File: src/hdl/histPkg.sv
package histPkg;

    // default geometry of the histogrammer
    parameter int timeWidthDef = 10;       // timestamp bits
    parameter int binWidthDef = 4;         // 16 bins per histogram
    parameter int countWidthDef = 8;       // holds stampsPerPixel * acqNum

    // acquisition structure
    parameter int pixelNumDef = 4;
    parameter int stampsPerPixelDef = 8;   // stamps per pixel per acquisition
    parameter int acqNumDef = 4;           // acquisitions per pass

    // which of the two passes is running
    typedef enum logic {
        passCoarse = 1'b0,
        passFine   = 1'b1
    } histPass_e;

endpackage
File: src/hdl/histogramPeakTop.sv
`timescale 1ns/1ps

module histogramPeakTop #(
    parameter int timeWidth = histPkg::timeWidthDef,
    parameter int binWidth = histPkg::binWidthDef,
    parameter int countWidth = histPkg::countWidthDef,
    parameter int pixelNum = histPkg::pixelNumDef,
    parameter int stampsPerPixel = histPkg::stampsPerPixelDef,
    parameter int acqNum = histPkg::acqNumDef,
    localparam int pixW = (pixelNum > 1) ? $clog2(pixelNum) : 1
) (
    input  logic                  clk,
    input  logic                  combin_res,
    input  logic                  stampValid,
    input  logic [timeWidth-1:0]  stamp,
    output logic                  resultValid,
    output logic [pixW-1:0]       resultPixel,
    output logic [timeWidth-1:0]  peakTime,
    output logic                  fineActive
);

    // binner to RAM
    logic binWrite;
    logic [binWidth-1:0] binAddr;
    logic [pixW-1:0] pixelIdx;
    logic passEnd;
    histPkg::histPass_e passKind;

    // RAM to tracker
    logic countValid;
    logic [countWidth-1:0] binCount;
    logic [binWidth-1:0] countBin;
    logic [pixW-1:0] countPixel;
    logic doneStrobe;
    histPkg::histPass_e doneKind;

    logic [timeWidth-1:0] windowLow;    // window of pixelIdx, looked up in the tracker

    assign fineActive = (passKind == histPkg::passFine);

    timestampBinner #(
        .timeWidth(timeWidth),
        .binWidth(binWidth),
        .pixelNum(pixelNum),
        .stampsPerPixel(stampsPerPixel),
        .acqNum(acqNum)
    ) i_timestampBinner (
        .clk(clk),
        .combin_res(combin_res),
        .stampValid(stampValid),
        .stamp(stamp),
        .windowLow(windowLow),
        .binWrite(binWrite),
        .binAddr(binAddr),
        .pixelIdx(pixelIdx),
        .passEnd(passEnd),
        .passKind(passKind)
    );

    histogramRam #(
        .binWidth(binWidth),
        .countWidth(countWidth),
        .pixelNum(pixelNum)
    ) i_histogramRam (
        .clk(clk),
        .combin_res(combin_res),
        .binWrite(binWrite),
        .binAddr(binAddr),
        .pixelIdx(pixelIdx),
        .passEnd(passEnd),
        .passKind(passKind),
        .countValid(countValid),
        .binCount(binCount),
        .countBin(countBin),
        .countPixel(countPixel),
        .doneStrobe(doneStrobe),
        .doneKind(doneKind)
    );

    peakTracker #(
        .timeWidth(timeWidth),
        .binWidth(binWidth),
        .countWidth(countWidth),
        .pixelNum(pixelNum)
    ) i_peakTracker (
        .clk(clk),
        .combin_res(combin_res),
        .countValid(countValid),
        .binCount(binCount),
        .countBin(countBin),
        .countPixel(countPixel),
        .doneStrobe(doneStrobe),
        .doneKind(doneKind),
        .windowPixel(pixelIdx),
        .windowLow(windowLow),
        .resultValid(resultValid),
        .resultPixel(resultPixel),
        .peakTime(peakTime)
    );

endmodule

File: src/hdl/peakTracker.sv
`timescale 1ns/1ps

module peakTracker #(
    parameter int timeWidth = histPkg::timeWidthDef,
    parameter int binWidth = histPkg::binWidthDef,
    parameter int countWidth = histPkg::countWidthDef,
    parameter int pixelNum = histPkg::pixelNumDef,
    localparam int pixW = (pixelNum > 1) ? $clog2(pixelNum) : 1
) (
    input  logic                   clk,
    input  logic                   combin_res,
    input  logic                   countValid,
    input  logic [countWidth-1:0]  binCount,
    input  logic [binWidth-1:0]    countBin,
    input  logic [pixW-1:0]        countPixel,
    input  logic                   doneStrobe,
    input  histPkg::histPass_e     doneKind,
    input  logic [pixW-1:0]        windowPixel,
    output logic [timeWidth-1:0]   windowLow,
    output logic                   resultValid,
    output logic [pixW-1:0]        resultPixel,
    output logic [timeWidth-1:0]   peakTime
);

    localparam int subWidth = timeWidth - binWidth;    // log2 of the coarse bin width
    localparam int lowMax = (1 << timeWidth) - (1 << binWidth);

    logic [countWidth-1:0] runMax [pixelNum];
    logic [binWidth-1:0] peakBin [pixelNum];
    logic [timeWidth-1:0] winTable [pixelNum];
    logic [binWidth-1:0] effPeak [pixelNum];    // peak bins including the count in flight

    logic newPeak;
    logic streamOn;
    logic [pixW-1:0] streamIdx;

    // centre of the coarse bin, widened down by half the fine span and clamped
    function automatic logic [timeWidth-1:0] windowOf(input logic [binWidth-1:0] peak);
        int centre;
        int low;
        centre = (int'(peak) << subWidth) + ((1 << subWidth) >> 1);
        low = centre - (1 << (binWidth - 1));
        if (low < 0) begin
            low = 0;
        end else if (low > lowMax) begin
            low = lowMax;
        end
        return timeWidth'(low);
    endfunction

    assign windowLow = winTable[windowPixel];

    // strictly greater, so the first bin to reach the top stays the peak
    assign newPeak = countValid && (binCount > runMax[countPixel]);

    always_comb begin
        for (int p = 0; p < pixelNum; p++) begin
            effPeak[p] = peakBin[p];
        end
        if (newPeak) begin
            effPeak[countPixel] = countBin;     // last stamp of a pass arrives with the done
        end
    end

    always_ff @(posedge clk or negedge combin_res) begin
        if (!combin_res) begin
            for (int p = 0; p < pixelNum; p++) begin
                runMax[p] <= '0;
                peakBin[p] <= '0;
                winTable[p] <= '0;
            end
            streamOn <= 1'b0;
            streamIdx <= '0;
            resultValid <= 1'b0;
            resultPixel <= '0;
            peakTime <= '0;
        end else begin
            if (doneStrobe) begin
                for (int p = 0; p < pixelNum; p++) begin
                    runMax[p] <= '0;
                    if (doneKind == histPkg::passCoarse) begin
                        winTable[p] <= windowOf(effPeak[p]);
                        peakBin[p] <= '0;           // fine pass starts from bin 0
                    end else begin
                        peakBin[p] <= effPeak[p];   // held for the result stream
                    end
                end
            end else if (newPeak) begin
                runMax[countPixel] <= binCount;
                peakBin[countPixel] <= countBin;
            end

            // result stream, pixel 0 first
            if (doneStrobe && doneKind == histPkg::passFine) begin
                resultValid <= 1'b1;
                resultPixel <= '0;
                peakTime <= winTable[0] + timeWidth'(effPeak[0]);
                streamIdx <= pixW'(pixelNum > 1);
                streamOn <= (pixelNum > 1);
            end else if (streamOn) begin
                resultValid <= 1'b1;
                resultPixel <= streamIdx;
                peakTime <= winTable[streamIdx] + timeWidth'(peakBin[streamIdx]);
                streamIdx <= streamIdx + 1'b1;
                streamOn <= (streamIdx != pixW'(pixelNum - 1));
            end else begin
                resultValid <= 1'b0;
            end
        end
    end

endmodule

File: src/hdl/histogramRam.sv
`timescale 1ns/1ps

module histogramRam #(
    parameter int binWidth = histPkg::binWidthDef,
    parameter int countWidth = histPkg::countWidthDef,
    parameter int pixelNum = histPkg::pixelNumDef,
    localparam int pixW = (pixelNum > 1) ? $clog2(pixelNum) : 1,
    localparam int binNum = 2 ** binWidth,
    localparam int entryNum = pixelNum * binNum,
    localparam int entryW = (entryNum > 1) ? $clog2(entryNum) : 1
) (
    input  logic                   clk,
    input  logic                   combin_res,
    input  logic                   binWrite,
    input  logic [binWidth-1:0]    binAddr,
    input  logic [pixW-1:0]        pixelIdx,
    input  logic                   passEnd,
    input  histPkg::histPass_e     passKind,
    output logic                   countValid,
    output logic [countWidth-1:0]  binCount,
    output logic [binWidth-1:0]    countBin,
    output logic [pixW-1:0]        countPixel,
    output logic                   doneStrobe,
    output histPkg::histPass_e     doneKind
);

    logic [countWidth-1:0] binMem [entryNum];   // pixel-major bin counters
    logic [entryNum-1:0] entryValid;            // invalid entry reads as zero

    logic [entryW-1:0] entryAddr;
    logic [countWidth-1:0] readCount;
    logic [countWidth-1:0] newCount;

    assign entryAddr = entryW'(int'(pixelIdx) * binNum + int'(binAddr));

    // a write always lands before the next read, so back to back hits are exact
    assign readCount = entryValid[entryAddr] ? binMem[entryAddr] : '0;
    assign newCount = readCount + 1'b1;

    always_ff @(posedge clk) begin
        if (binWrite) begin
            binMem[entryAddr] <= newCount;
        end
    end

    // count, bin and pixel travel together to the tracker
    always_ff @(posedge clk) begin
        if (binWrite) begin
            binCount <= newCount;
            countBin <= binAddr;
            countPixel <= pixelIdx;
        end
    end

    always_ff @(posedge clk or negedge combin_res) begin
        if (!combin_res) begin
            entryValid <= '0;
            countValid <= 1'b0;
            doneStrobe <= 1'b0;
            doneKind <= histPkg::passCoarse;
        end else begin
            countValid <= binWrite;
            doneStrobe <= passEnd;
            if (passEnd) begin
                doneKind <= passKind;       // the pass that just ended
            end

            if (passEnd) begin
                entryValid <= '0;           // whole histogram cleared in one cycle
            end else if (binWrite) begin
                entryValid[entryAddr] <= 1'b1;
            end
        end
    end

endmodule

File: src/hdl/timestampBinner.sv
`timescale 1ns/1ps

module timestampBinner #(
    parameter int timeWidth = histPkg::timeWidthDef,
    parameter int binWidth = histPkg::binWidthDef,
    parameter int pixelNum = histPkg::pixelNumDef,
    parameter int stampsPerPixel = histPkg::stampsPerPixelDef,
    parameter int acqNum = histPkg::acqNumDef,
    localparam int pixW = (pixelNum > 1) ? $clog2(pixelNum) : 1,
    localparam int stampW = (stampsPerPixel > 1) ? $clog2(stampsPerPixel) : 1,
    localparam int acqW = (acqNum > 1) ? $clog2(acqNum) : 1
) (
    input  logic                  clk,
    input  logic                  combin_res,
    input  logic                  stampValid,
    input  logic [timeWidth-1:0]  stamp,
    input  logic [timeWidth-1:0]  windowLow,   // window of the current pixel
    output logic                  binWrite,
    output logic [binWidth-1:0]   binAddr,
    output logic [pixW-1:0]       pixelIdx,
    output logic                  passEnd,
    output histPkg::histPass_e    passKind
);

    logic [stampW-1:0] stampCnt;    // stamp within the pixel
    logic [pixW-1:0] pixelCnt;      // pixel within the acquisition
    logic [acqW-1:0] acqCnt;        // acquisition within the pass

    logic lastStamp;
    logic lastPixel;
    logic lastAcq;

    logic [timeWidth:0] windowHigh;     // one past the window, may reach 2^timeWidth
    logic [timeWidth-1:0] fineOffset;
    logic inWindow;

    assign lastStamp = (stampCnt == stampW'(stampsPerPixel - 1));
    assign lastPixel = (pixelCnt == pixW'(pixelNum - 1));
    assign lastAcq = (acqCnt == acqW'(acqNum - 1));

    assign pixelIdx = pixelCnt;

    // fine window test against the tracker's table
    assign windowHigh = {1'b0, windowLow} + (timeWidth + 1)'(2 ** binWidth);
    assign fineOffset = stamp - windowLow;
    assign inWindow = (stamp >= windowLow) && ({1'b0, stamp} < windowHigh);

    always_comb begin
        if (passKind == histPkg::passCoarse) begin
            binAddr = stamp[timeWidth-1 -: binWidth];   // top bits pick the coarse bin
            binWrite = stampValid;
        end else begin
            binAddr = fineOffset[binWidth-1:0];
            binWrite = stampValid && inWindow;          // outside stamps are dropped
        end
    end

    // the last stamp ends the pass even when it was dropped
    assign passEnd = stampValid && lastStamp && lastPixel && lastAcq;

    always_ff @(posedge clk or negedge combin_res) begin
        if (!combin_res) begin
            stampCnt <= '0;
            pixelCnt <= '0;
            acqCnt <= '0;
            passKind <= histPkg::passCoarse;
        end else if (stampValid) begin
            if (lastStamp) begin
                stampCnt <= '0;
                if (lastPixel) begin
                    pixelCnt <= '0;
                    if (lastAcq) begin
                        acqCnt <= '0;
                    end else begin
                        acqCnt <= acqCnt + 1'b1;
                    end
                end else begin
                    pixelCnt <= pixelCnt + 1'b1;
                end
            end else begin
                stampCnt <= stampCnt + 1'b1;
            end

            if (passEnd) begin
                passKind <= (passKind == histPkg::passCoarse) ?
                            histPkg::passFine : histPkg::passCoarse;   // alternate passes
            end
        end
    end

endmodule

File: config.mk
export PLATFORM = sky130hd
export DESIGN_NAME = histogramPeakTop
export DESIGN_NICKNAME = d
export VERILOG_FILES = /design/src/hdl/histPkg.sv /design/src/hdl/histogramPeakTop.sv /design/src/hdl/peakTracker.sv /design/src/hdl/histogramRam.sv /design/src/hdl/timestampBinner.sv
export SDC_FILE = /design/constraint.sdc
export NUM_CORES = 1
export LEC_CHECK = 0
export BUFFER_PORTS_ARGS = -buffer_cell sky130_fd_sc_hd__buf_2
export CAP_MARGIN = 20
export CORE_MARGIN = 2
export CORE_UTILIZATION = 39
export DETAILED_ROUTE_END_ITERATION = 6
export PLACE_DENSITY = 0.53
export SYNTH_ARGS = -nofsm -noshare
export SYNTH_HDL_FRONTEND = slang
export SYNTH_HIERARCHICAL = 1
export SYNTH_SLANG_ARGS = --single-unit
File: constraint.sdc
create_clock -name clk -period 9.35 [get_ports clk]
set_input_delay 1.87 -clock clk [delete_from_list [all_inputs] [get_ports clk]]
set_output_delay 1.87 -clock clk [all_outputs]
set_load 0.005 [all_outputs]
==> results.sh <==
export IMPL_grt_use_met3=0.0408
export IMPL_root_buffer="clkbuf_16"
export IMPL_die_area_um2=76900
export IMPL_drc=0
export IMPL_syn_area_um2=29100
export IMPL_critPathTopFamily="simple AND/OR/NAND/NOR gates"
export IMPL_post_cts_buffers=0
export IMPL_drtPass1Iterations=5
export IMPL_top_usage_layer="met2"
export IMPL_place_gp_congestion=0.892
export IMPL_cts_sinks=682
export IMPL_cp_buffers_inverters=5
export IMPL_path_cells="buf_2 > inv_1 > ha_1 > mux2i_4 > buf_12 > and2_1 > a221o_1 > a21oi_1 > o22ai_1 > nor4b_2 > buf_4 > nor2_1 > ha_2 > nand3_1 > o31a_1 > nor3_4 > buf_4"
export IMPL_slew_viol_final=0
export IMPL_dieWidth_um=277
export IMPL_worstPathMaxFanout=49
export IMPL_routedWlPerCell_um=27.0
export IMPL_vias=17600
export IMPL_diodes=0
export IMPL_cellLeakagePower_nw=11.8
export IMPL_yosysWarnings=6
export IMPL_ys_seq_area_frac=0.676
export IMPL_power_mw=8.95
export IMPL_peakVddDrop_v=0.000162
export IMPL_async_reset_ff_frac=0.229
export IMPL_drive_gt1_frac=0.171
export IMPL_ys_seq_elements=682
export IMPL_clock_skew_ps=22.6
export IMPL_grt_max_degree=101
export IMPL_hpwlAfterDp_um=51100
export IMPL_avgSynthCellArea_um2=15.0
export IMPL_place_inst=2865
export IMPL_track_usage=0.213
export IMPL_drv_cap=0
export IMPL_max_slew_margin=0.214
export IMPL_grt_ovfl_total=0
export IMPL_dieHeight_um=277
export IMPL_worstMarginPinSlew_ps=1180
export IMPL_use_met1=0.291
export IMPL_numCtsBuffers=75
export IMPL_numPortBuffers=26
export IMPL_crit_required_ps=9680
export IMPL_grt_pass1_vias=17600
export IMPL_fin_area_um2=32900
export IMPL_fp_row_count=100
export IMPL_postCtsHoldBufs=0
export IMPL_cts_tree="done"
export IMPL_synthFlopType="edfxtp_1"
export IMPL_ctsResizeCount=0
export IMPL_synthToLayoutAreaGrowth_pct=12.8
export IMPL_synth_cells=1939
export IMPL_cp_arrival_ps=7250
export IMPL_io_pins=27
export IMPL_htree_levels=3
export IMPL_nets=2026
export IMPL_power_density_nw_per_um2=272
export IMPL_grt_pass1_wl_um=121000
export IMPL_place_area_um2=30300
export IMPL_worstSetupPathType="in2reg"
export IMPL_finalHoldViolations=0
export IMPL_drt_total_wl_um=81400
export IMPL_crit_top_cell="buf_4"
export IMPL_postRouteAntennaNets=0
export IMPL_fmax_mhz=145
export IMPL_grt_use_met2=0.341
export IMPL_critPathLaunchType="input port"
export IMPL_synth_edff_count=526
export IMPL_clk_latency_ps=630
export IMPL_viasPerCell=5.83
export IMPL_end_kind="register"
export IMPL_rsz0062_at_grt="no"
export IMPL_hold_path_class="reg2reg"
export IMPL_max_clock_path_buffers=3
export IMPL_cpMaxStageDelayCell="and2_1"
export IMPL_coreArea_um2=74200
export IMPL_cpPeakStageDelay_ps=850
export IMPL_fin_crit_sh=0.740
export IMPL_synth_cell_types=79
export IMPL_layout_setup_ws_ps=2440
export IMPL_start_util=0.393
export IMPL_drt_initial_drc_count=1623
export IMPL_fin_crit_ps=6910
export IMPL_setup_tns_ps=0
export IMPL_stdcell_count=3010
export IMPL_setup_viol=0
export IMPL_antenna_found_initial=1
export IMPL_post_place_ws_ps=1840
export IMPL_outcome="finished, final reports clean"
export IMPL_clkTransAtPathRegs_ps=60
worst paths after layout:
kind / slack [ps] / end / startpoint / cells after the start
max reg2reg: 3290 / i_histogramRam/binMem[58][6] / i_timestampBinner/passKind / 14
min in group asynchronous: 1370 / i_peakTracker/peakTime[7] / combin_res / 1
max: 2440 / i_histogramRam/binMem[58][6] / stamp[0] / 17
min reg2reg: 490 / i_histogramRam/entryValid[63] / i_histogramRam/entryValid[63] / 2
min: 490 / i_histogramRam/entryValid[63] / i_histogramRam/entryValid[63] / 2
max in group asynchronous: 6510 / i_histogramRam/entryValid[17] / combin_res / 2
stage by stage:
| stage | hold WS [ps] | utilization |
|---|---|---|
| floorplan | 461 | - |
| global placement | 473 | 0.407 |
| detailed placement | 484 | 0.409 |
| CTS | 497 | 0.442 |
| global route | 505 | 0.443 |
| finish | 491 | 0.443 |
report_power, final:
group	leakage, nW	switching, mW	internal (mW)
combinational	3.70	1.24	0.552
sequential	6.83	0.178	4.00
clock	1.23	1.20	1.78
sequential cells by signal, summed over array words and instances, names as in the netlist, 2 cells and up:
signal,flops
i_peakTracker/runMax,32
i_peakTracker/resultPixel,2
i_peakTracker/peakBin,16
i_peakTracker/streamIdx,2
i_histogramRam/entryValid,64
i_histogramRam/binMem,512
i_peakTracker/peakTime,10
i_timestampBinner/stampCnt,3
i_histogramRam/countPixel,2
i_histogramRam/countBin,4
i_histogramRam/binCount,8
i_timestampBinner/acqCnt,2
i_timestampBinner/pixelIdx,2
i_peakTracker/winTable,17
cell usage in the layout, fill, tap and decap left out, drive strengths merged, types with 5 or more instances in the layout:
cell type  count
nor3          10
xnor2          8
bufinv         6
o221ai        10
o2bb2ai       12
nand3         35
a22o          11
o211ai        32
a32oi          6
a22oi         32
dfrtp        156
a211oi        10
nor2         237
o22ai         17
a221o         19
and3           5
a21oi         76
a31oi         17
nor2b         12
o21ai         42
clkbuf       109
clkinv        23
a21o           5
ha            34
a221oi        33
buf           87
and2           7
mux2i         97
nand2b        43
edfxtp       526
inv           35
a211o          6
nor3b          6
mux2          43
mux4          81
nand2        102
layout make-up:
type                       instances  area [um2]
sequential                       682       19700
clock inverter                    32         332
timing repair buffer              88         704
clock buffer                     108        2160
multi-input combinational       1099        8640
tap                              969        1210
inverter                          32         120
fill                            6551       41300
worst reg2reg max path: stages, from the launching register on:
cell and delay [ps]:
dfrtp_1 670, mux2i_4 800, buf_12 350, and2_1 850, a221o_1 320, a21oi_1 70, o22ai_1 280, nor4b_2 90
buf_4 200, nor2_1 210, ha_2 250, nand3_1 130, o31a_1 340, nor3_4 490, buf_4 600
layer usage:
layer | share of wire | wire, um
met5 | 0 | 0
met4 | 0.034 | 2770
met3 | 0.067 | 5490
met2 | 0.48 | 38700
met1 | 0.42 | 34400
cells in the mapped netlist, drive strengths merged (3+ instances only):
cell     instances  area (um2)
o22ai           17         106
nand3           35         175
xnor2            8        70.1
a22o            11        96.3
nand2b          43         277
mux2i           97         971
o211ai          32         240
a32oi            6        52.6
a211o            6        52.6
a22oi           32         240
mux2            43         488
nor3b            6        45.0
o2bb2ai         12         105
nor4b            3        56.3
ha              34         425
a21oi           76         380
o22a             3        26.3
and2             7        43.8
nand2          102         383
buf             81         616
a21o             5        45.0
or4              4        37.5
nor2           237         892
nor2b           12        75.1
inv             32         120
a221oi          33         302
nand4            3        18.8
or3              4        25.0
and3             5        31.3
nand3b           4        30.0
clkbuf          48         180
mux4            81        1820
a221o           19         190
edfxtp         526       15800
nor3            10        60.1
a211oi          10        92.6
o221ai          10        87.6
dfrtp          156        3900
a31oi           17         106
o21ai           42         210
logic make-up after synthesis:
kind of cell / share of synthesized area
AOI/OAI and AO/OA: 0.0841
xor gates and xnor gates: 0.00271
adders and majority gates: 0.0153
buffers and inverters: 0.0314
DFF: 0.676
muxes: 0.113
other: 0.000129
and+or+nand+nor: 0.0775
Note: power is estimated with default switching activity, not from simulation.
